`src/bmm_defines.svh`:
```
// Block matrix multiplier configuration
// Arithmetic widths, matrix and block geometry, Wishbone word map

`ifndef BMM_DEFINES_SVH
`define BMM_DEFINES_SVH

// Arithmetic widths
`define BMM_DATA_W 4
`define BMM_ACC_W 10

// Matrix geometry
`define BMM_SIZE 4
`define BMM_BLOCK 2
`define BMM_NBLK (`BMM_SIZE / `BMM_BLOCK)

// Bus word, elements per word and words per matrix
`define BMM_WORD_W 32
`define BMM_EPW (`BMM_WORD_W / `BMM_DATA_W)
`define BMM_MAT_WORDS ((`BMM_SIZE * `BMM_SIZE) / `BMM_EPW)

// Word address map
`define BMM_ADR_W 5
`define BMM_ADR_CTRL 0
`define BMM_ADR_A 1
`define BMM_ADR_B 3
`define BMM_ADR_C 16

`endif

```
`src/bmm_types_pkg.sv`:
```
// Arithmetic types of the block multiplier
// Elements, results, operand bundles and partial result blocks

`include "bmm_defines.svh"

package bmm_types_pkg;

    // One unsigned matrix element
    typedef logic [`BMM_DATA_W-1:0] elem_t;

    // One result element wide enough for the largest dot product
    typedef logic [`BMM_ACC_W-1:0] acc_t;

    // BLOCK rows of A indexed by [i][k]
    typedef elem_t [`BMM_BLOCK-1:0][`BMM_SIZE-1:0] row_bundle_t;

    // BLOCK columns of B indexed by [k][j]
    typedef elem_t [`BMM_SIZE-1:0][`BMM_BLOCK-1:0] col_bundle_t;

    // One partial block of C indexed by [i][j]
    typedef acc_t [`BMM_BLOCK-1:0][`BMM_BLOCK-1:0] block_res_t;

    // Block position along one side of the matrix
    typedef logic [$clog2(`BMM_NBLK)-1:0] blk_idx_t;

    // Step along the shared dimension
    typedef logic [$clog2(`BMM_SIZE)-1:0] k_idx_t;

endpackage

```
`src/bmm_bus_pkg.sv`:
```
// Bus side types of the block multiplier
// Register word views and the decoded address regions

`include "bmm_defines.svh"

package bmm_bus_pkg;

    import bmm_types_pkg::*;

    // Packed elements of one A or B word, lowest element in bits 3:0
    typedef elem_t [`BMM_EPW-1:0] elem_word_t;

    // Control and status layout of word 0
    typedef struct packed {
        logic [`BMM_WORD_W-4:0] rsvd;
        logic                   done;
        logic                   busy;
        logic                   start;
    } ctrl_word_t;

    // One bus word seen either as matrix elements or as the control word
    typedef union packed {
        elem_word_t elems;
        ctrl_word_t ctrl;
    } reg_word_u;

    // Region hit by a word address
    typedef enum logic [2:0] {
        CTRL,
        MAT_A,
        MAT_B,
        MAT_C,
        NONE
    } region_e;

    // Word offset for A and B, element offset for C
    typedef logic [$clog2(`BMM_SIZE * `BMM_SIZE)-1:0] store_idx_t;

endpackage

```
`src/bmm_ifs.sv`:
```
// Internal interfaces of the block multiplier
// store_if carries host accesses into the matrix store
// block_if links the block scheduler, the matrix store and the block engine

`include "bmm_defines.svh"

interface store_if import bmm_bus_pkg::*; ();

    logic                   wr;
    logic                   rd;
    region_e                region;
    store_idx_t             index;
    elem_word_t             wdata;
    logic [`BMM_WORD_W-1:0] rdata;

    modport host (output wr, rd, region, index, wdata,
                  input  rdata);

    modport mem (input  wr, rd, region, index, wdata,
                 output rdata);

endinterface

interface block_if import bmm_types_pkg::*; ();

    // Scheduler side
    blk_idx_t    blk_row;
    blk_idx_t    blk_col;
    logic        issue;
    logic        res_we;
    logic        busy;

    // Operands picked out by the store
    row_bundle_t a_rows;
    col_bundle_t b_cols;

    // Engine result
    logic        res_valid;
    block_res_t  res;

    modport ctrl (output blk_row, blk_col, issue, res_we, busy,
                  input  res_valid);

    modport mem (input  blk_row, blk_col, res_we, busy, res,
                 output a_rows, b_cols);

    modport engine (input  issue, a_rows, b_cols,
                    output res_valid, res);

endinterface

```
`src/bmm_block_sched.sv`:
```
// Block scheduler of the block multiplier
// Walks the block positions of C in row-major order, one block in flight,
// and writes each block result back before issuing the next

`include "bmm_defines.svh"

module bmm_block_sched import bmm_types_pkg::*; (
    input  logic  clk,
    input  logic  rst,
    input  logic  start,
    output logic  busy,
    output logic  done,
    block_if.ctrl blk
);

    typedef enum logic [1:0] {
        IDLE,
        ISSUE,
        WAIT,
        WRITE
    } state_t;

    localparam blk_idx_t LAST_POS = blk_idx_t'(`BMM_NBLK - 1);

    state_t   state;
    blk_idx_t row;
    blk_idx_t col;
    logic     last_blk;

    assign last_blk = (row == LAST_POS) && (col == LAST_POS);

    ////////////////////////////////////////////////////////////
    // FSM
    ////////////////////////////////////////////////////////////

    always_ff @(posedge clk or posedge rst) begin
        if (rst) begin
            state <= IDLE;
            row   <= '0;
            col   <= '0;
            busy  <= 1'b0;
            done  <= 1'b0;
        end else begin
            case (state)
                // Start is only seen here, so a start while busy is dropped
                IDLE: begin
                    if (start) begin
                        busy  <= 1'b1;
                        done  <= 1'b0;
                        row   <= '0;
                        col   <= '0;
                        state <= ISSUE;
                    end
                end
                ISSUE: state <= WAIT;
                WAIT: begin
                    if (blk.res_valid) begin
                        state <= WRITE;
                    end
                end
                WRITE: begin
                    if (last_blk) begin
                        busy  <= 1'b0;
                        done  <= 1'b1;
                        state <= IDLE;
                    end else begin
                        // Step row-major to the next block
                        if (col == LAST_POS) begin
                            col <= '0;
                            row <= row + 1'b1;
                        end else begin
                            col <= col + 1'b1;
                        end
                        state <= ISSUE;
                    end
                end
                default: state <= IDLE;
            endcase
        end
    end

    assign blk.blk_row = row;
    assign blk.blk_col = col;
    assign blk.issue   = (state == ISSUE);
    assign blk.res_we  = (state == WRITE);
    assign blk.busy    = busy;

endmodule

```
`src/bmm_matrix_store.sv`:
```
// Matrix store of the block multiplier
// Holds A, B and C, serves host reads and writes, selects the operand
// rows and columns of the current block and writes block results into C

`include "bmm_defines.svh"

module bmm_matrix_store import bmm_types_pkg::*, bmm_bus_pkg::*; (
    input logic  clk,
    input logic  rst,
    store_if.mem acc,
    block_if.mem blk
);

    // Whole matrix rows carried by one bus word
    localparam int ROWS_PER_WORD = `BMM_EPW / `BMM_SIZE;

    elem_t      mat_a [`BMM_SIZE][`BMM_SIZE];
    elem_t      mat_b [`BMM_SIZE][`BMM_SIZE];
    acc_t       mat_c [`BMM_SIZE][`BMM_SIZE];
    elem_word_t rd_elems;
    logic       host_wr;

    // A and B stay frozen while a product is running
    assign host_wr = acc.wr && !blk.busy;

    ////////////////////////////////////////////////////////////
    // Storage
    ////////////////////////////////////////////////////////////

    always_ff @(posedge clk or posedge rst) begin
        if (rst) begin
            for (int r = 0; r < `BMM_SIZE; r++) begin
                for (int c = 0; c < `BMM_SIZE; c++) begin
                    mat_a[r][c] <= '0;
                    mat_b[r][c] <= '0;
                    mat_c[r][c] <= '0;
                end
            end
        end else begin
            if (host_wr && acc.region == MAT_A) begin
                for (int r = 0; r < ROWS_PER_WORD; r++) begin
                    for (int c = 0; c < `BMM_SIZE; c++) begin
                        mat_a[acc.index * ROWS_PER_WORD + r][c] <= acc.wdata[r * `BMM_SIZE + c];
                    end
                end
            end
            if (host_wr && acc.region == MAT_B) begin
                for (int r = 0; r < ROWS_PER_WORD; r++) begin
                    for (int c = 0; c < `BMM_SIZE; c++) begin
                        mat_b[acc.index * ROWS_PER_WORD + r][c] <= acc.wdata[r * `BMM_SIZE + c];
                    end
                end
            end
            // Block result lands at its block row and column
            if (blk.res_we) begin
                for (int i = 0; i < `BMM_BLOCK; i++) begin
                    for (int j = 0; j < `BMM_BLOCK; j++) begin
                        mat_c[blk.blk_row * `BMM_BLOCK + i][blk.blk_col * `BMM_BLOCK + j]
                            <= blk.res[i][j];
                    end
                end
            end
        end
    end

    ////////////////////////////////////////////////////////////
    // Host read path
    ////////////////////////////////////////////////////////////

    always_comb begin
        for (int r = 0; r < ROWS_PER_WORD; r++) begin
            for (int c = 0; c < `BMM_SIZE; c++) begin
                if (acc.region == MAT_B) begin
                    rd_elems[r * `BMM_SIZE + c] = mat_b[acc.index * ROWS_PER_WORD + r][c];
                end else begin
                    rd_elems[r * `BMM_SIZE + c] = mat_a[acc.index * ROWS_PER_WORD + r][c];
                end
            end
        end
    end

    always_comb begin
        acc.rdata = '0;
        if (acc.rd) begin
            case (acc.region)
                MAT_A, MAT_B: acc.rdata = rd_elems;
                MAT_C:        acc.rdata[`BMM_ACC_W-1:0] = mat_c[acc.index / `BMM_SIZE]
                                                               [acc.index % `BMM_SIZE];
                default:      acc.rdata = '0;
            endcase
        end
    end

    // Operand selection for the engine
    always_comb begin
        for (int i = 0; i < `BMM_BLOCK; i++) begin
            for (int k = 0; k < `BMM_SIZE; k++) begin
                blk.a_rows[i][k] = mat_a[blk.blk_row * `BMM_BLOCK + i][k];
                blk.b_cols[k][i] = mat_b[k][blk.blk_col * `BMM_BLOCK + i];
            end
        end
    end

endmodule

```
`src/bmm_partial.sv`:
```
// Block engine of the block multiplier
// Computes one BLOCK x BLOCK block of C with one multiply-accumulate lane
// per result element, stepping k over the shared dimension once per cycle

`include "bmm_defines.svh"

module bmm_partial import bmm_types_pkg::*; (
    input logic     clk,
    input logic     rst,
    block_if.engine blk
);

    localparam k_idx_t LAST_K = k_idx_t'(`BMM_SIZE - 1);

    row_bundle_t a_q;
    col_bundle_t b_q;
    block_res_t  sum_q;
    k_idx_t      k;
    logic        running;

    ////////////////////////////////////////////////////////////
    // Step control
    ////////////////////////////////////////////////////////////

    always_ff @(posedge clk or posedge rst) begin
        if (rst) begin
            running       <= 1'b0;
            k             <= '0;
            blk.res_valid <= 1'b0;
        end else begin
            blk.res_valid <= 1'b0;
            if (blk.issue) begin
                running <= 1'b1;
                k       <= '0;
            end else if (running) begin
                k <= k + 1'b1;
                // Last product enters the sums this cycle
                if (k == LAST_K) begin
                    running       <= 1'b0;
                    blk.res_valid <= 1'b1;
                end
            end
        end
    end

    ////////////////////////////////////////////////////////////
    // Multiply-accumulate lanes
    ////////////////////////////////////////////////////////////

    // Operands latched on issue, sums cleared with them
    always_ff @(posedge clk) begin
        if (blk.issue) begin
            a_q   <= blk.a_rows;
            b_q   <= blk.b_cols;
            sum_q <= '0;
        end else if (running) begin
            for (int i = 0; i < `BMM_BLOCK; i++) begin
                for (int j = 0; j < `BMM_BLOCK; j++) begin
                    sum_q[i][j] <= sum_q[i][j] + acc_t'(a_q[i][k]) * acc_t'(b_q[k][j]);
                end
            end
        end
    end

    // Sums hold until the next issue
    assign blk.res = sum_q;

endmodule

```
`src/bmm_top.sv`:
```
// Block matrix multiplier top level
// Wishbone classic slave in front of a matrix store, a block scheduler
// and a single block engine

`include "bmm_defines.svh"

module bmm_top (
    input  logic                   clk,
    input  logic                   rst,
    input  logic                   wb_cyc,
    input  logic                   wb_stb,
    input  logic                   wb_we,
    input  logic [`BMM_ADR_W-1:0]  wb_adr,
    input  logic [`BMM_WORD_W-1:0] wb_dat_w,
    output logic [`BMM_WORD_W-1:0] wb_dat_r,
    output logic                   wb_ack
);

    logic start;
    logic busy;
    logic done;

    store_if st_bus ();
    block_if blk_bus ();

    bmm_wb_regs u_wb_regs (
        .clk      (clk),
        .rst      (rst),
        .wb_cyc   (wb_cyc),
        .wb_stb   (wb_stb),
        .wb_we    (wb_we),
        .wb_adr   (wb_adr),
        .wb_dat_w (wb_dat_w),
        .wb_dat_r (wb_dat_r),
        .wb_ack   (wb_ack),
        .store    (st_bus),
        .busy     (busy),
        .done     (done),
        .start    (start)
    );

    bmm_matrix_store u_store (
        .clk (clk),
        .rst (rst),
        .acc (st_bus),
        .blk (blk_bus)
    );

    bmm_block_sched u_sched (
        .clk   (clk),
        .rst   (rst),
        .start (start),
        .busy  (busy),
        .done  (done),
        .blk   (blk_bus)
    );

    bmm_partial u_engine (
        .clk (clk),
        .rst (rst),
        .blk (blk_bus)
    );

endmodule

```
`src/bmm_wb_regs.sv`:
```
// Wishbone classic slave of the block multiplier
// Decodes word addresses into regions, forwards matrix accesses to the
// store and owns the start, busy and done bits of the control word

`include "bmm_defines.svh"

module bmm_wb_regs import bmm_bus_pkg::*; (
    input  logic                   clk,
    input  logic                   rst,
    input  logic                   wb_cyc,
    input  logic                   wb_stb,
    input  logic                   wb_we,
    input  logic [`BMM_ADR_W-1:0]  wb_adr,
    input  logic [`BMM_WORD_W-1:0] wb_dat_w,
    output logic [`BMM_WORD_W-1:0] wb_dat_r,
    output logic                   wb_ack,
    store_if.host                  store,
    input  logic                   busy,
    input  logic                   done,
    output logic                   start
);

    reg_word_u  wr_word;
    reg_word_u  status_word;
    region_e    region;
    store_idx_t index;
    logic       access;

    ////////////////////////////////////////////////////////////
    // Address decode
    ////////////////////////////////////////////////////////////

    always_comb begin
        region = NONE;
        index  = '0;
        if (wb_adr == `BMM_ADR_CTRL) begin
            region = CTRL;
        end else if (wb_adr >= `BMM_ADR_A && wb_adr < `BMM_ADR_A + `BMM_MAT_WORDS) begin
            region = MAT_A;
            index  = store_idx_t'(wb_adr - `BMM_ADR_A);
        end else if (wb_adr >= `BMM_ADR_B && wb_adr < `BMM_ADR_B + `BMM_MAT_WORDS) begin
            region = MAT_B;
            index  = store_idx_t'(wb_adr - `BMM_ADR_B);
        end else if (wb_adr >= `BMM_ADR_C) begin
            region = MAT_C;
            index  = store_idx_t'(wb_adr - `BMM_ADR_C);
        end
    end

    ////////////////////////////////////////////////////////////
    // Access cycle and store forwarding
    ////////////////////////////////////////////////////////////

    // First cycle of a strobe, the ack goes out on the next one
    assign access  = wb_cyc && wb_stb && !wb_ack;
    assign wr_word = wb_dat_w;

    assign store.wr     = access && wb_we;
    assign store.rd     = access && !wb_we;
    assign store.region = region;
    assign store.index  = index;
    assign store.wdata  = wr_word.elems;

    assign start = store.wr && (region == CTRL) && wr_word.ctrl.start;

    // Start always reads back as zero
    always_comb begin
        status_word           = '0;
        status_word.ctrl.busy = busy;
        status_word.ctrl.done = done;
    end

    always_ff @(posedge clk or posedge rst) begin
        if (rst) begin
            wb_ack <= 1'b0;
        end else begin
            wb_ack <= access;
        end
    end

    // Read data held for the ack cycle
    always_ff @(posedge clk) begin
        if (store.rd) begin
            if (region == CTRL) begin
                wb_dat_r <= status_word;
            end else begin
                wb_dat_r <= store.rdata;
            end
        end
    end

endmodule

```
`config.mk`:
```
export PLATFORM = sky130hd
export DESIGN_NAME = bmm_top
export DESIGN_NICKNAME = d
export VERILOG_FILES = /design/src/bmm_types_pkg.sv /design/src/bmm_bus_pkg.sv /design/src/bmm_ifs.sv /design/src/bmm_block_sched.sv /design/src/bmm_matrix_store.sv /design/src/bmm_partial.sv /design/src/bmm_top.sv /design/src/bmm_wb_regs.sv
export VERILOG_INCLUDE_DIRS = /design/src
export SDC_FILE = /design/constraint.sdc
export NUM_CORES = 1
export LEC_CHECK = 0
export ABC_AREA = 1
export ABC_CLOCK_PERIOD_IN_PS = 10200
export BUFFER_PORTS_ARGS = -buffer_cell sky130_fd_sc_hd__buf_2
export CORE_UTILIZATION = 55
export CTS_CLUSTER_DIAMETER = 150
export DETAILED_ROUTE_END_ITERATION = 12
export GPL_TIMING_DRIVEN = 0
export MAX_ROUTING_LAYER = met4
export PLACE_DENSITY = 0.72
export RECOVER_POWER = 50
export SYNTH_ARGS = -nofsm -noshare
export SYNTH_HDL_FRONTEND = slang
export SYNTH_SLANG_ARGS = --single-unit
```
`constraint.sdc`:
```
create_clock -name clk -period 10.2 [get_ports clk]
set_clock_uncertainty 0.2 [all_clocks]
set_input_delay 1.53 -clock clk [delete_from_list [all_inputs] [get_ports clk]]
set_output_delay 1.53 -clock clk [all_outputs]
set_load 0.05 [all_outputs]
```
; ---- After elaboration in Yosys (flattened, before gate mapping)
; Cells that the tools add are included.
; Widths: inputs -> output; s select.
[word_totals]
reg_bits = 435
in_bits = 42
mem_count = 0
ramBits = 0
latchBits = 0
romBits = 0
elab_cells = 314
[classes]
n_mul = 4
n_eq_ne = 12
addsub = 13
n_lt_le_gt_ge = 20
n_div = 0
n_mux = 144
n_reduce_logical = 32
n_shift = 0
bitwise_logic = 9
[op_table]
columns = op, count
row1 = $bwmux 64, 16
row2 = $bwmux 160, 4
row3 = $demux 40 s2, 4
row4 = $ge 33x3->1 const B, 8
row5 = $demux 16 s2, 8
row6 = $mux 40, 6
row7 = $mux 16, 14
row8 = $lt 33x1->1 const B, 6
row9 = $bmux 16 s2, 6
row10 = $not 2->33, 4
row11 = $mux 4, 32
row12 = $not 32->33, 3
row13 = $bmux 4 s2, 10
row14 = $bmux 40 s2, 1
row15 = $add 10x8->10, 4
row16 = $demux 10 s2, 2
row17 = $mux 10, 4
row18 = $not 5->33, 1
row19 = $mul 4x4->8, 4
row20 = $mux 12, 2
row21 = $mux 8, 3
row22 = $bmux 10 s2, 1
row23 = $pmux 10 s2, 1
row24 = $logic_and 1x1->1, 18
row25 = 34 further kinds, 72

; ---- Logic depth before layout (Yosys ltp)
; Gate-level depths: netlist (run 1).
[logic_depth]
depth_word = 18
ltp_mapped = 25
depth_no_buf = 23

; ---- Cells and area by module
; A second synthesis (run 1) with hierarchy kept.
[unflattened]
cells_unflattened = 3112
area_unflattened_um2 = 24143.2
[modules_own_cells]
columns = module, area_each_um2, cells_per_inst, instances, seq_area_each_um2
row1 = bmm_matrix_store, 14582.7, 2006, 1, 7206.9
row2 = bmm_partial, 7273.2, 846, 1, 2822.7
row3 = bmm_wb_regs, 1869.3, 203, 1, 985.9
row4 = bmm_block_sched, 417.9, 57, 1, 150.1

; ---- Worst setup path before layout (run 1)
; Ideal clock, no wire load.
[synth_timing]
kind = input port to flip-flop
start = input port wb_we
end = register u_wb_regs.wb_dat_r[0] (enable)
slack_ps = 4752
path_stages = 1
arrival_ps = 4743
setup_time_ps = 505
path_buffers = 0
required_time_ps = 9495
cell_sequence = nor4_1
[synth_via]
elab_chain_cells = 2
[synth_lines]
columns = element, line
row1 = from (decl), bmm_top.sv:12  ; input logic wb_we,
row2 = $logic_not 1->1, bmm_wb_regs.sv:59  ; assign store.rd = access && !wb_we;
row3 = $logic_and 1x1->1, bmm_wb_regs.sv:59
row4 = to (signal assigned), bmm_wb_regs.sv:85  ; wb_dat_r <= status_word;
row5 = to (signal assigned), bmm_wb_regs.sv:87  ; wb_dat_r <= store.rdata;
row6 = to (decl), bmm_wb_regs.sv:15  ; output logic [`BMM_WORD_W-1:0] wb_dat_r,
; No other way between the ends.
; A chain may end at the register's enable or synchronous reset.

; ---- Worst setup path in the final report (run 1)
[layout_timing]
start = register u_engine.k[0]
end = register u_engine.sum_q (netlist bit u_engine.blk.res[9])
[layout_via]
elab_chain_cells = 4
elab_cells_between_ends = 6
classes_between = 1 x add/sub / 1 x mul / 4 x mux
[layout_lines]
columns = element, line
row1 = from (decl), bmm_partial.sv:18  ; k_idx_t k;
row2 = from (signal assigned), bmm_partial.sv:36  ; k <= k + 1'b1;
row3 = $bmux 4 s2 or $bmux 8 s2 (tied branches), bmm_partial.sv:59  ; sum_q[i][j] <= sum_q[i][j] + acc_t'(a_q[i][k]) * acc_t'(b_q[k][j]);
row4 = $mux 4 (implied by the code) or $mux 8 (tied branches), bmm_partial.sv:59
row5 = $mul 4x4->8 *, bmm_partial.sv:59
row6 = $add 10x8->10 *, bmm_partial.sv:59
row7 = "to (signal, indexed assignment)", bmm_partial.sv:59
row8 = to (decl), bmm_partial.sv:17  ; block_res_t sum_q;
; Every way passes the cells marked *; elsewhere a longest branch is shown, timed or not. The select of a mux whose other input is x is not followed.

==> run summary, run 1 <==
outcome -> complete, but fails checks
failing checks -> capacitance limit, slew limit
Yosys reg bits -> 435
ANT nets after route -> 0
syn_nets -> 2941
NumNets Final -> 3070
commonest non-fill, non-tap cell in the layout -> nand2_1
Hold Path Sink -> u_wb_regs.wb_ack
worst hold path depth -> 1
RSZ-0062 raised after global routing -> no
Post-CTS Resized -> 0
detailed-route DRC error count -> 0
CTS Buf Count -> 47
Worst Path Max Fanout -> 10
CP Launch Point -> u_engine.k[0]
Critical Path AT -> 5880 ps
R2R Setup Slk -> 4610 ps
Netlist cell types -> 39
Slew @ Worst Pin -> 4390 ps
met3 layer wire length in the routed design -> 5.45 mm
Final Setup Violations -> 0
Peak VDD IR -> 0.000298 V
largest net degree at the start of global routing -> 113
Final WS setup -> 4610 ps
# H-tree levels -> 2
core box area -> 40800 um^2
Cell Count Post-Placement -> 3393
reg2reg path depth -> 23
Mapped Avg Cell Area -> 8.19 um^2
sequential share of the synthesized area -> 0.490
Reg-to-Reg End -> u_engine.blk.res[9]
worst hold-check path type -> reg -> reg
total number of yosys warnings -> 0
Detailed Place HPWL -> 55.8 mm
Synth Cell Area -> 22800 um^2
wire per inst -> 21.8 um
cts hold-fix bufs -> 0
# port buffers -> 74
worst skew pair latency -> 610 ps
DRT Wirelength -> 75.7 mm
most frequent cells in the layout -> 636 x nand2_1, 387 x inv_1, 309 x o21ai_0
Core Rows -> 74
required time worst endpoint -> 10490 ps
die area -> 42200 um^2
final hold vios -> 0
TritonCTS clock tree -> done
WL met2 -> 35.6 mm
first-pass GRT wire length -> 115 mm
CP Launch Type -> register
Die X -> 206 um
GR Util All Layers -> 0.379
CP Class -> reg -> reg
max cap viols -> 2
Layout Cells excl Fill -> 3482
number of setup buffers added after CTS -> 0
clock tree buffer depth -> 3
I/O Pins -> 75
initial antenna violation count -> 1
f_max -> 0.179 GHz
Post-Place Setup Slack -> 4740 ps
share of layout cells above drive strength 1 -> 0.0709
Starting DRT DRC Count -> 2001
Pwr Total -> 10.5 mW
drt pass-1 iters -> 5
Starting Density -> 0.558
Hold WS -> 266 ps
Slew Limit Fails -> 160
Post-Syn Instances -> 2781
Top Metal Used -> met4
hold_sp -> u_wb_regs.wb_ack
overall die height -> 206 um
Clk pin slew, worst setup/hold paths -> 60 ps
area grow syn2layout -> 12.1%
cell leakage power -> 12.5 nW
post-route minimum period -> 5590 ps
clk sinks -> 435
element type at the critical path end -> register
Layout Utilization -> 0.625
Slew HR -> -1.94
via/cell ratio -> 5.78
Via Count -> 20142
vias in the first global route -> 19807
fin crit share -> 0.548
PwrDens -> 411 nW/um^2
GR Overflow Total -> 0
Root Driver -> clkbuf_16
Placer Congestion -> 0.969
Worst R2R Start -> u_engine.k[0]
met1 WL -> 30.3 mm
## stage by stage
step | area [um^2] | setup TNS [ps]
2_1_floorplan | 22800 | 0
6_report | 25500 | 0
5_1_grt | 25500 | 0
4_1_cts | 25600 | 0
3_5_place_dp | 23900 | 0
3_3_place_gp | 23800 | -937510
## worst max-delay path, stage by stage, from the launching register on
cell and delay (ps):
dfrtp_1 380, clkbuf_1 160, clkinv_1 160, clkbuf_1 440
nand2_1 120, a32oi_1 580, inv_1 310, nor2_1 240
fa_1 430, ha_1 290, inv_1 50, fa_1 490
inv_1 40, ha_1 330, a21oi_1 150, nand2_1 100
nand2_1 100, nand2_1 50, a21oi_1 240, inv_1 80
a21oi_1 120, o21bai_1 130, a21oi_1 190, nor2_1 70
## cell type report
type	instances	area [um^2]
clock inverters	29	319
well taps	532	666
inverters	393	1480
clock buffers	59	1310
plain buffers	156	643
multi-input cells	1797	9500
fillers	3539	15300
flip-flops and latches	435	11200
diodes	1	2.50
repair buffers	80	448
## logic make-up after synthesis
logic type | count (synthesis) | share of synthesized area
buffers and inverters | 549 | 0.0930
adder cells (fa/ha/maj) | 118 | 0.0767
AO/OA/AOI/OAI | 569 | 0.131
flip-flops | 435 | 0.490
XOR/XNOR | 12 | 0.00461
AND/OR/NAND/NOR | 1098 | 0.205
## where the power goes
group	total [mW]	internal [mW]	switching (mW)
combinational	6.13	2.25	3.88
sequential	2.54	2.32	0.215
clock	1.81	1.05	0.766
total	10.5	5.62	4.86
## how the worst max path moves through the flow
stage                                   to  slack, ps  cells after the start
floorplan           u_engine.blk.res_valid        210                      1
detailed placement     u_engine.blk.res[8]       4740                     21
global placement        u_store.mat_c[131]      -3180                      2
finish                 u_engine.blk.res[9]       4610                     23
CTS                    u_engine.blk.res[9]       4710                     23
global route           u_engine.blk.res[8]       4230                     21
## sequential cells by signal, indices dropped and copies added (netlist names), 32 cells and up
signal / count
u_engine.a_q: 32
u_engine.b_q: 32
u_engine.blk.res: 40
u_store.mat_a: 64
u_store.mat_b: 64
u_store.mat_c: 160
u_wb_regs.wb_dat_r: 32
## Yosys cell counts (all sizes together)
library cell	n	area share
a21o	1	0.00033
a21oi	207	0.046
a32oi	16	0.0062
and2	1	0.00027
buf	47	0.010
clkbuf	109	0.018
clkinv	2	0.00033
dfrtp	299	0.33
dfxtp	40	0.035
edfxtp	96	0.13
fa	36	0.032
ha	82	0.045
inv	391	0.064
nand2	640	0.11
nand2b	1	0.00027
nand3	243	0.055
nand3b	43	0.014
nand4	3	0.00082
nor2	163	0.027
nor3	3	0.00088
nor4	1	0.00027
o211ai	4	0.0013
o21a	1	0.00033
o21ai	310	0.068
o21bai	3	0.00099
o22ai	27	0.0074
xor2	12	0.0046
## per-layer routing
| layer | up-vias | global-route usage |
|---|---|---|
| li1 | 9260 | - |
| met1 | 9756 | 0.471 |
| met2 | 915 | 0.602 |
| met3 | 211 | 0.0548 |
| met4 | 0 | 0.202 |
| met5 | - | - |
Note: power is estimated with default switching activity, not from simulation.
==> run 2, diff against run 1 <==
ABC_CLOCK_PERIOD_IN_PS = 5600   (was 10200)
PLACE_DENSITY = 0.69   (was 0.72)
clock period = 5.6 ns   (was 10.2 ns; I/O delays follow)
==> run summary, run 2 (same netlist as run 1, synthesis figures left out) <==
core box area -> 40800 um^2 (unchanged)
M3 GR Usage -> 0.0550 (+0.000158)
Finished Cell Area -> 25600 um^2 (+0.32%)
Crit path max-delay family -> adder cells
area grow syn2layout -> 12.4%
Crit path top cell by count -> nand2_1
failing checks -> capacitance limit, slew limit
drt pass-1 iters -> 5 (unchanged)
clock network fraction of total power -> 0.175 (+0.002)
commonest non-fill, non-tap cell in the layout -> nand2_1
Root Driver -> clkbuf_16
largest net degree at the start of global routing -> 69 (-39%)
Peak VDD IR -> 0.000643 V (+120%)
Slew HR -> -0.934 (+1.01)
CTS Buf Count -> 48 (+2.1%)
met1 GRT Util -> 0.488 (+0.0166)
clk sinks -> 435 (unchanged)
Clk pin slew, worst setup/hold paths -> 60 ps (about the same)
Core Rows -> 74 (unchanged)
post-route minimum period -> 5340 ps (-250 ps)
Critical Path AT -> 5660 ps (-220 ps)
Via Count -> 20138 (-0.020%)
top flop regs -> u_store.mat_c (160), u_store.mat_a (64), u_store.mat_b (64)
GR Util met2 -> 0.604 (+0.00253)
worst skew pair latency -> 630 ps (+20 ps)
Starting Density -> 0.558 (unchanged)
Slew Limit Fails -> 227 (+42%)
Flop pwr share -> 0.241 (about the same)
NumNets Final -> 3076 (+0.20%)
outcome -> complete, but fails checks
die area -> 42200 um^2 (unchanged)
Comb pwr share -> 0.584 (about the same)
grt peak-use layer -> met2
RSZ-0062 raised after global routing -> no
via/cell ratio -> 5.77 (-0.22%)
CP peak stage delay -> 550 ps (-30 ps)
detailed-route DRC error count -> 0 (unchanged)
clock tree buffer depth -> 3 (unchanged)
Starting DRT DRC Count -> 2124 (+6.1%)
Placer Congestion -> 0.988 (+2.0%)
initial antenna violation count -> 1 (unchanged)
GR Overflow Total -> 0 (unchanged)
Detailed Place HPWL -> 57.6 mm (+3.1%)
ANT nets after route -> 0 (unchanged)
element type at the critical path end -> register
fin crit share -> 0.953 (+0.405)
# H-tree levels -> 2 (unchanged)
P_sw -> 8.90 mW (+83%)
vias in the first global route -> 19116 (-3.5%)
Slowest-stage cell, CP -> fa_1
f_max -> 0.187 GHz (+4.7%)
Post-Place Cell Area -> 24000 um^2 (+0.34%)
max cap viols -> 5 (+3)
max reg flops -> 160 (unchanged)
Cell Count Post-Placement -> 3398 (+0.15%)
share of layout cells above drive strength 1 -> 0.0731 (+0.00220)
Pint -> 10.3 mW (+83%)
Most flops, register -> u_store.mat_c
PwrDens -> 750 nW/um^2 (+83%)
worst hold-check path type -> reg -> reg
worst path bufs/invs -> 4 (-3)
Worst Path Max Fanout -> 10 (unchanged)
TritonCTS clock tree -> done
critical path cell sequence -> clkbuf_1 > clkinv_1 > clkbuf_2 > nand2_1 > a32oi_1 > nand2_1 > fa_1 > fa_1 > inv_1 > fa_1 > ha_1 > nand2_1 > o21ai_0 > nand2_1 > nand2_1 > a21oi_1 > nor2_1 > nor2_1 > o21bai_1 > nand3_1 > nand2_1 > nor2_1
CP Launch Type -> register
required time worst endpoint -> 5920 ps (-4570 ps)
first-pass GRT wire length -> 116 mm (+0.62%)
most frequent cells in the layout -> 636 x nand2_1, 387 x inv_1, 309 x o21ai_0
Sw Share -> 0.464 (-0.000565)
Final Setup Violations -> 0 (unchanged)
Layout Cells excl Fill -> 3489 (+0.20%)
wire per inst -> 22.0 um (+1.2%)
# port buffers -> 74 (unchanged)
GR Util All Layers -> 0.383 (+0.00348)
Die X -> 206 um (unchanged)
DRT Wirelength -> 76.8 mm (+1.4%)
Slew @ Worst Pin -> 2900 ps (-1490 ps)
final hold vios -> 0 (unchanged)
CP Class -> reg -> reg
I/O Pins -> 75 (unchanged)
cell leakage power -> 12.5 nW (+0.37%)
overall die height -> 206 um (unchanged)
## run 2: changes by cell type in the layout (fill, tap and decap cells not counted), sizes merged
cell | previous run | this run
dlymetal6s2s | 0 | 1
bufinv | 5 | 7
clkinv | 22 | 21
buf | 125 | 124
clkinvlp | 3 | 4
clkbuf | 170 | 174
dlymetal6s4s | 0 | 1
## run 2: power by group through the flow
| stage | logic (mW) | registers [mW] | clock network [mW] |
|---|---|---|---|
| finish | 11.2 | 4.64 | 3.36 |
| CTS | 11.1 | 4.61 | 3.36 |
| global route | 12.7 | 4.71 | 3.49 |
| global placement | 10.5 | 4.65 | 0 |
| detailed placement | 11.0 | 4.65 | 0 |
| floorplan | 8.23 | 4.55 | 0 |
## run 2: cell type report
type / count / area [um^2]
Antenna cell: 1 / 2.50
Multi-Input combinational cell: 1797 / 9540
Buffer: 156 / 649
Fill cell: 3592 / 15200
Clock buffer: 59 / 1280
Sequential cell: 435 / 11200
Clock inverter: 31 / 365
Inverter: 393 / 1480
Timing Repair Buffer: 85 / 469
Tap cell: 532 / 666
## run 2: stage by stage
stage                     hold WS, ps  power [mW]   util  TNS (ps)  setup slack [ps]
final                             269        19.2  0.627         0               261
after global routing              285        20.9  0.627         0              16.8
after CTS                         153        19.1  0.628         0              31.7
after detailed placement          265        15.7  0.588         0              80.3
after global placement            244        15.2  0.583   -400670             -1270
after floorplan                   244        12.8      -         0               587
## run 2: timing repair
item	4_1_cts	5_1_grt
setup endpoints to repair	0	10
resized for setup	0	15
hold buffers	0	0
setup buffers	0	0
## run 2: path summary, 6_finish.rpt
path                                  startpoint                    to  slack, ps  cells after the start
min in group asynchronous                    rst     u_store.mat_a[56]        320                      2
worst min register to register  u_wb_regs.wb_ack      u_wb_regs.wb_ack        270                      1
worst min-delay path            u_wb_regs.wb_ack      u_wb_regs.wb_ack        270                      1
max in group asynchronous                    rst     u_store.mat_a[46]        790                      5
worst max-delay path               u_engine.k[0]  u_engine.blk.res[29]        260                     22
worst max register to register     u_engine.k[0]  u_engine.blk.res[29]        260                     22
## run 2: routing by layer
| layer | wire length, um | part of all wire | up-vias |
|---|---|---|---|
| li1 | - | - | 9282 |
| met1 | 31000 | 0.40 | 9725 |
| met2 | 36300 | 0.47 | 948 |
| met3 | 5800 | 0.076 | 183 |
| met4 | 3760 | 0.049 | 0 |
| met5 | 0 | 0 | - |
==> run 3, diff against run 2 <==
SYNTH_HIERARCHICAL = 1   (was default)
==> run summary, run 3 <==
Crit path top cell by count -> nor2_1
CP peak stage delay -> 1540 ps (+990 ps)
Peak VDD IR -> 0.000262 V (-59%)
CP Launch Point -> u_wb_regs/wb_ack
Root Driver -> clkbuf_16
Clk pin slew, worst setup/hold paths -> 60 ps (about the same)
commonest non-fill, non-tap cell in the layout -> nand2_1
drt pass-1 iters -> 7 (+2)
Synth Cell Area -> 24100 um^2 (+6.0%)
Worst Path Max Fanout -> 29 (+19)
via/cell ratio -> 5.50 (-4.8%)
Mapped Avg Cell Area -> 7.76 um^2 (-5.3%)
Cell Count Post-Placement -> 3748 (+10%)
Sw Share -> 0.256 (-0.207)
CTS Buf Count -> 48 (unchanged)
most common cell in the netlist -> nand2_1
share of layout cells above drive strength 1 -> 0.0848 (+0.0118)
Final Setup Violations -> 0 (unchanged)
commonest cells in the synthesized netlist -> 1030 x nand2_1, 446 x inv_1, 299 x dfrtp_1
Post-Place Cell Area -> 25300 um^2 (+5.3%)
Post-Syn Instances -> 3112 (+12%)
failing checks -> capacitance limit, slew limit
fin crit share -> 0.812 (-0.142)
NumNets Final -> 3375 (+9.7%)
Most flops, register -> u_store/mat_c
vias in the first global route -> 20255 (+6.0%)
Die X -> 212 um (+2.9%)
Pint -> 5.41 mW (-47%)
Reg-to-Reg End -> u_wb_regs/wb_dat_r[19]
Crit path max-delay family -> buffers and inverters
Starting Density -> 0.559 (+0.00123)
clock network fraction of total power -> 0.439 (+0.264)
die area -> 44700 um^2 (+5.9%)
CP Launch Type -> register
GR Util All Layers -> 0.372 (-0.0109)
Yosys reg bits -> 435 (unchanged)
R2R Setup Slk -> 1050 ps (+790 ps)
Via Count -> 21102 (+4.8%)
required time worst endpoint -> 5830 ps (-90 ps)
Finished Cell Area -> 26700 um^2 (+4.4%)
top flop regs -> u_store/mat_c (160), u_store/mat_a (64), u_store/mat_b (64)
syn_nets -> 3273 (+11%)
CP Class -> reg -> reg
area grow syn2layout -> 10.8%
TritonCTS clock tree -> done
# port buffers -> 43 (-42%)
outcome -> complete, but fails checks
max reg flops -> 160 (unchanged)
DRT Wirelength -> 79.4 mm (+3.4%)
share of the synthesized area in the top cell type -> 0.310 (-0.0185)
Core Rows -> 76 (+2.7%)
FFs w/ async S/R, synth -> 0.687 (unchanged)
Flop pwr share -> 0.467 (+0.226)
total number of yosys warnings -> 6 (+6)
# H-tree levels -> 2 (unchanged)
f_max -> 0.220 GHz (+17%)
Slew Limit Fails -> 211 (-7.0%)
largest net degree at the start of global routing -> 69 (unchanged)
Worst path depth -> 9 (-59%)
GR Overflow Total -> 0 (unchanged)
Slowest-stage cell, CP -> clkbuf_1
clock tree buffer depth -> 3 (unchanged)
Slew HR -> -0.915 (+0.0190)
Layout Cells excl Fill -> 3839 (+10%)
fillers -> 4014 (+12%)
first-pass GRT wire length -> 119 mm (+3.3%)
initial antenna violation count -> 1 (unchanged)
detailed-route DRC error count -> 0 (unchanged)
Critical Path AT -> 4780 ps (-880 ps)
number of setup buffers added after CTS -> 0 (unchanged)
RSZ-0062 raised after global routing -> no
I/O Pins -> 75 (unchanged)
Comb pwr share -> 0.094 (-0.490)
core box area -> 43200 um^2 (+5.7%)
reg2reg path depth -> 9 (-59%)
Critical Path End -> u_wb_regs/wb_dat_r[19]
most frequent cells in the layout -> 1031 x nand2_1, 447 x inv_1, 299 x dfrtp_1
PwrDens -> 272 nW/um^2 (-64%)
Netlist cell types -> 43 (+10%)
Hold WS -> 269 ps (+0.167 ps)
max cap viols -> 5 (unchanged)
P_sw -> 1.87 mW (-79%)
wire per inst -> 20.7 um (-6.0%)
Slew @ Worst Pin -> 2870 ps (-28.5 ps)
Post-synth EDFFs -> 96 (unchanged)
cell leakage power -> 12.7 nW (+1.7%)
element type at the critical path end -> register
ANT nets after route -> 0 (unchanged)
sequential share of the synthesized area -> 0.462 (-0.0276)
Worst R2R Start -> u_wb_regs/wb_ack
critical path cell sequence -> nor2_1 > nand2_1 > nor2_1 > clkbuf_1 > nand2_1 > clkbuf_1 > a21oi_1 > inv_1 > nor2_1
clk sinks -> 435 (unchanged)
Yosys top cell by area -> dfrtp_1
Placer Congestion -> 0.978 (-0.98%)
worst skew pair latency -> 590 ps (-40 ps)
ys flop type -> dfrtp_1
Detailed Place HPWL -> 62.3 mm (+8.2%)
final hold vios -> 0 (unchanged)
overall die height -> 212 um (+2.9%)
post-route minimum period -> 4550 ps (-793 ps)
worst hold-check path type -> reg -> reg
worst path bufs/invs -> 3 (-1)
ranking of synthesized cells by area -> dfrtp_1 31%, nand2_1 16%, edfxtp_1 12%
Starting DRT DRC Count -> 2322 (+9.3%)
[run 3: worst register-to-register path, delay by kind of cell (launching register included)]
| family | cells | cell delay, ps |
|---|---|---|
| AOI/OAI and AO/OA | 1 | 410 |
| buffers and inverters | 3 | 2080 |
| DFF | 1 | 380 |
| and+or+nand+nor | 5 | 1300 |
[run 3: power groups by stage]
stage                     Sequential (mW)  Clock (mW)  Combinational, mW
after floorplan                      3.45           0              0.415
after global placement               3.45           0              0.655
after detailed placement             3.45           0              0.675
after CTS                            3.39        3.25              0.678
after global routing                 3.40        3.37              0.745
final                                3.40        3.20              0.685
[run 3: cells by family after synthesis]
family | Yosys count | share of synthesized area
compound gates | 479 | 0.105
xor+xnor | 2 | 0.000726
fa+ha+maj | 119 | 0.0729
buf+inv | 656 | 0.116
flops | 435 | 0.462
mux | 1 | 0.000466
simple gates | 1420 | 0.243
[run 3: metal layers]
metal  wire (um)  GRT usage  vias to the layer above
li1            -          -                     9909
met1       32100      0.461                    10087
met2       37700      0.602                      912
met3        5140     0.0421                      194
met4        4470      0.195                        0
met5           0          -                        -
[run 3: final cells by class]
cell class	instances	area [um^2]	share of cell area
buffer	177	978	0.0366
clock buffer	74	1430	0.0536
timing repair buffer	52	297	0.0111
clock inverter	15	165	0.00617
antenna	1	2.50	0.0000936
multi-input combinational	2021	10200	0.380
tap	585	732	0.0274
inverter	479	1810	0.0677
sequential	435	11200	0.417
[run 3: through the flow]
| stage | utilization | setup TNS [ps] | worst slack [ps] | total power [mW] |
|---|---|---|---|---|
| floorplan | - | 0 | 741 | 3.86 |
| global placement | 0.581 | -272140 | -1010 | 4.11 |
| detailed placement | 0.585 | 0 | 1420 | 4.13 |
| CTS | 0.623 | 0 | 1400 | 7.32 |
| global route | 0.620 | 0 | 697 | 7.52 |
| finish | 0.620 | 0 | 1050 | 7.28 |
[run 3: what timing repair did]
item,4_1_cts,5_1_grt
hold buffers,1,0
hold endpoints to repair,11,0
gates resized for setup,0,0
[run 3: worst min-delay path by stage]
stage / slack (ps) / to / from / cells past startpoint
after floorplan: 240 / u_sched/done / u_sched/done / 2
after global placement: 260 / u_store/mat_c[122] / u_store/mat_c[122] / 2
after detailed placement: 260 / u_engine/blk.res[5] / u_engine/blk.res[5] / 2
after CTS: 270 / u_engine/blk.res[5] / u_engine/blk.res[5] / 2
after global routing: 290 / u_engine/blk.res[38] / u_engine/blk.res[38] / 2
final: 270 / u_engine/blk.res[5] / u_engine/blk.res[5] / 2
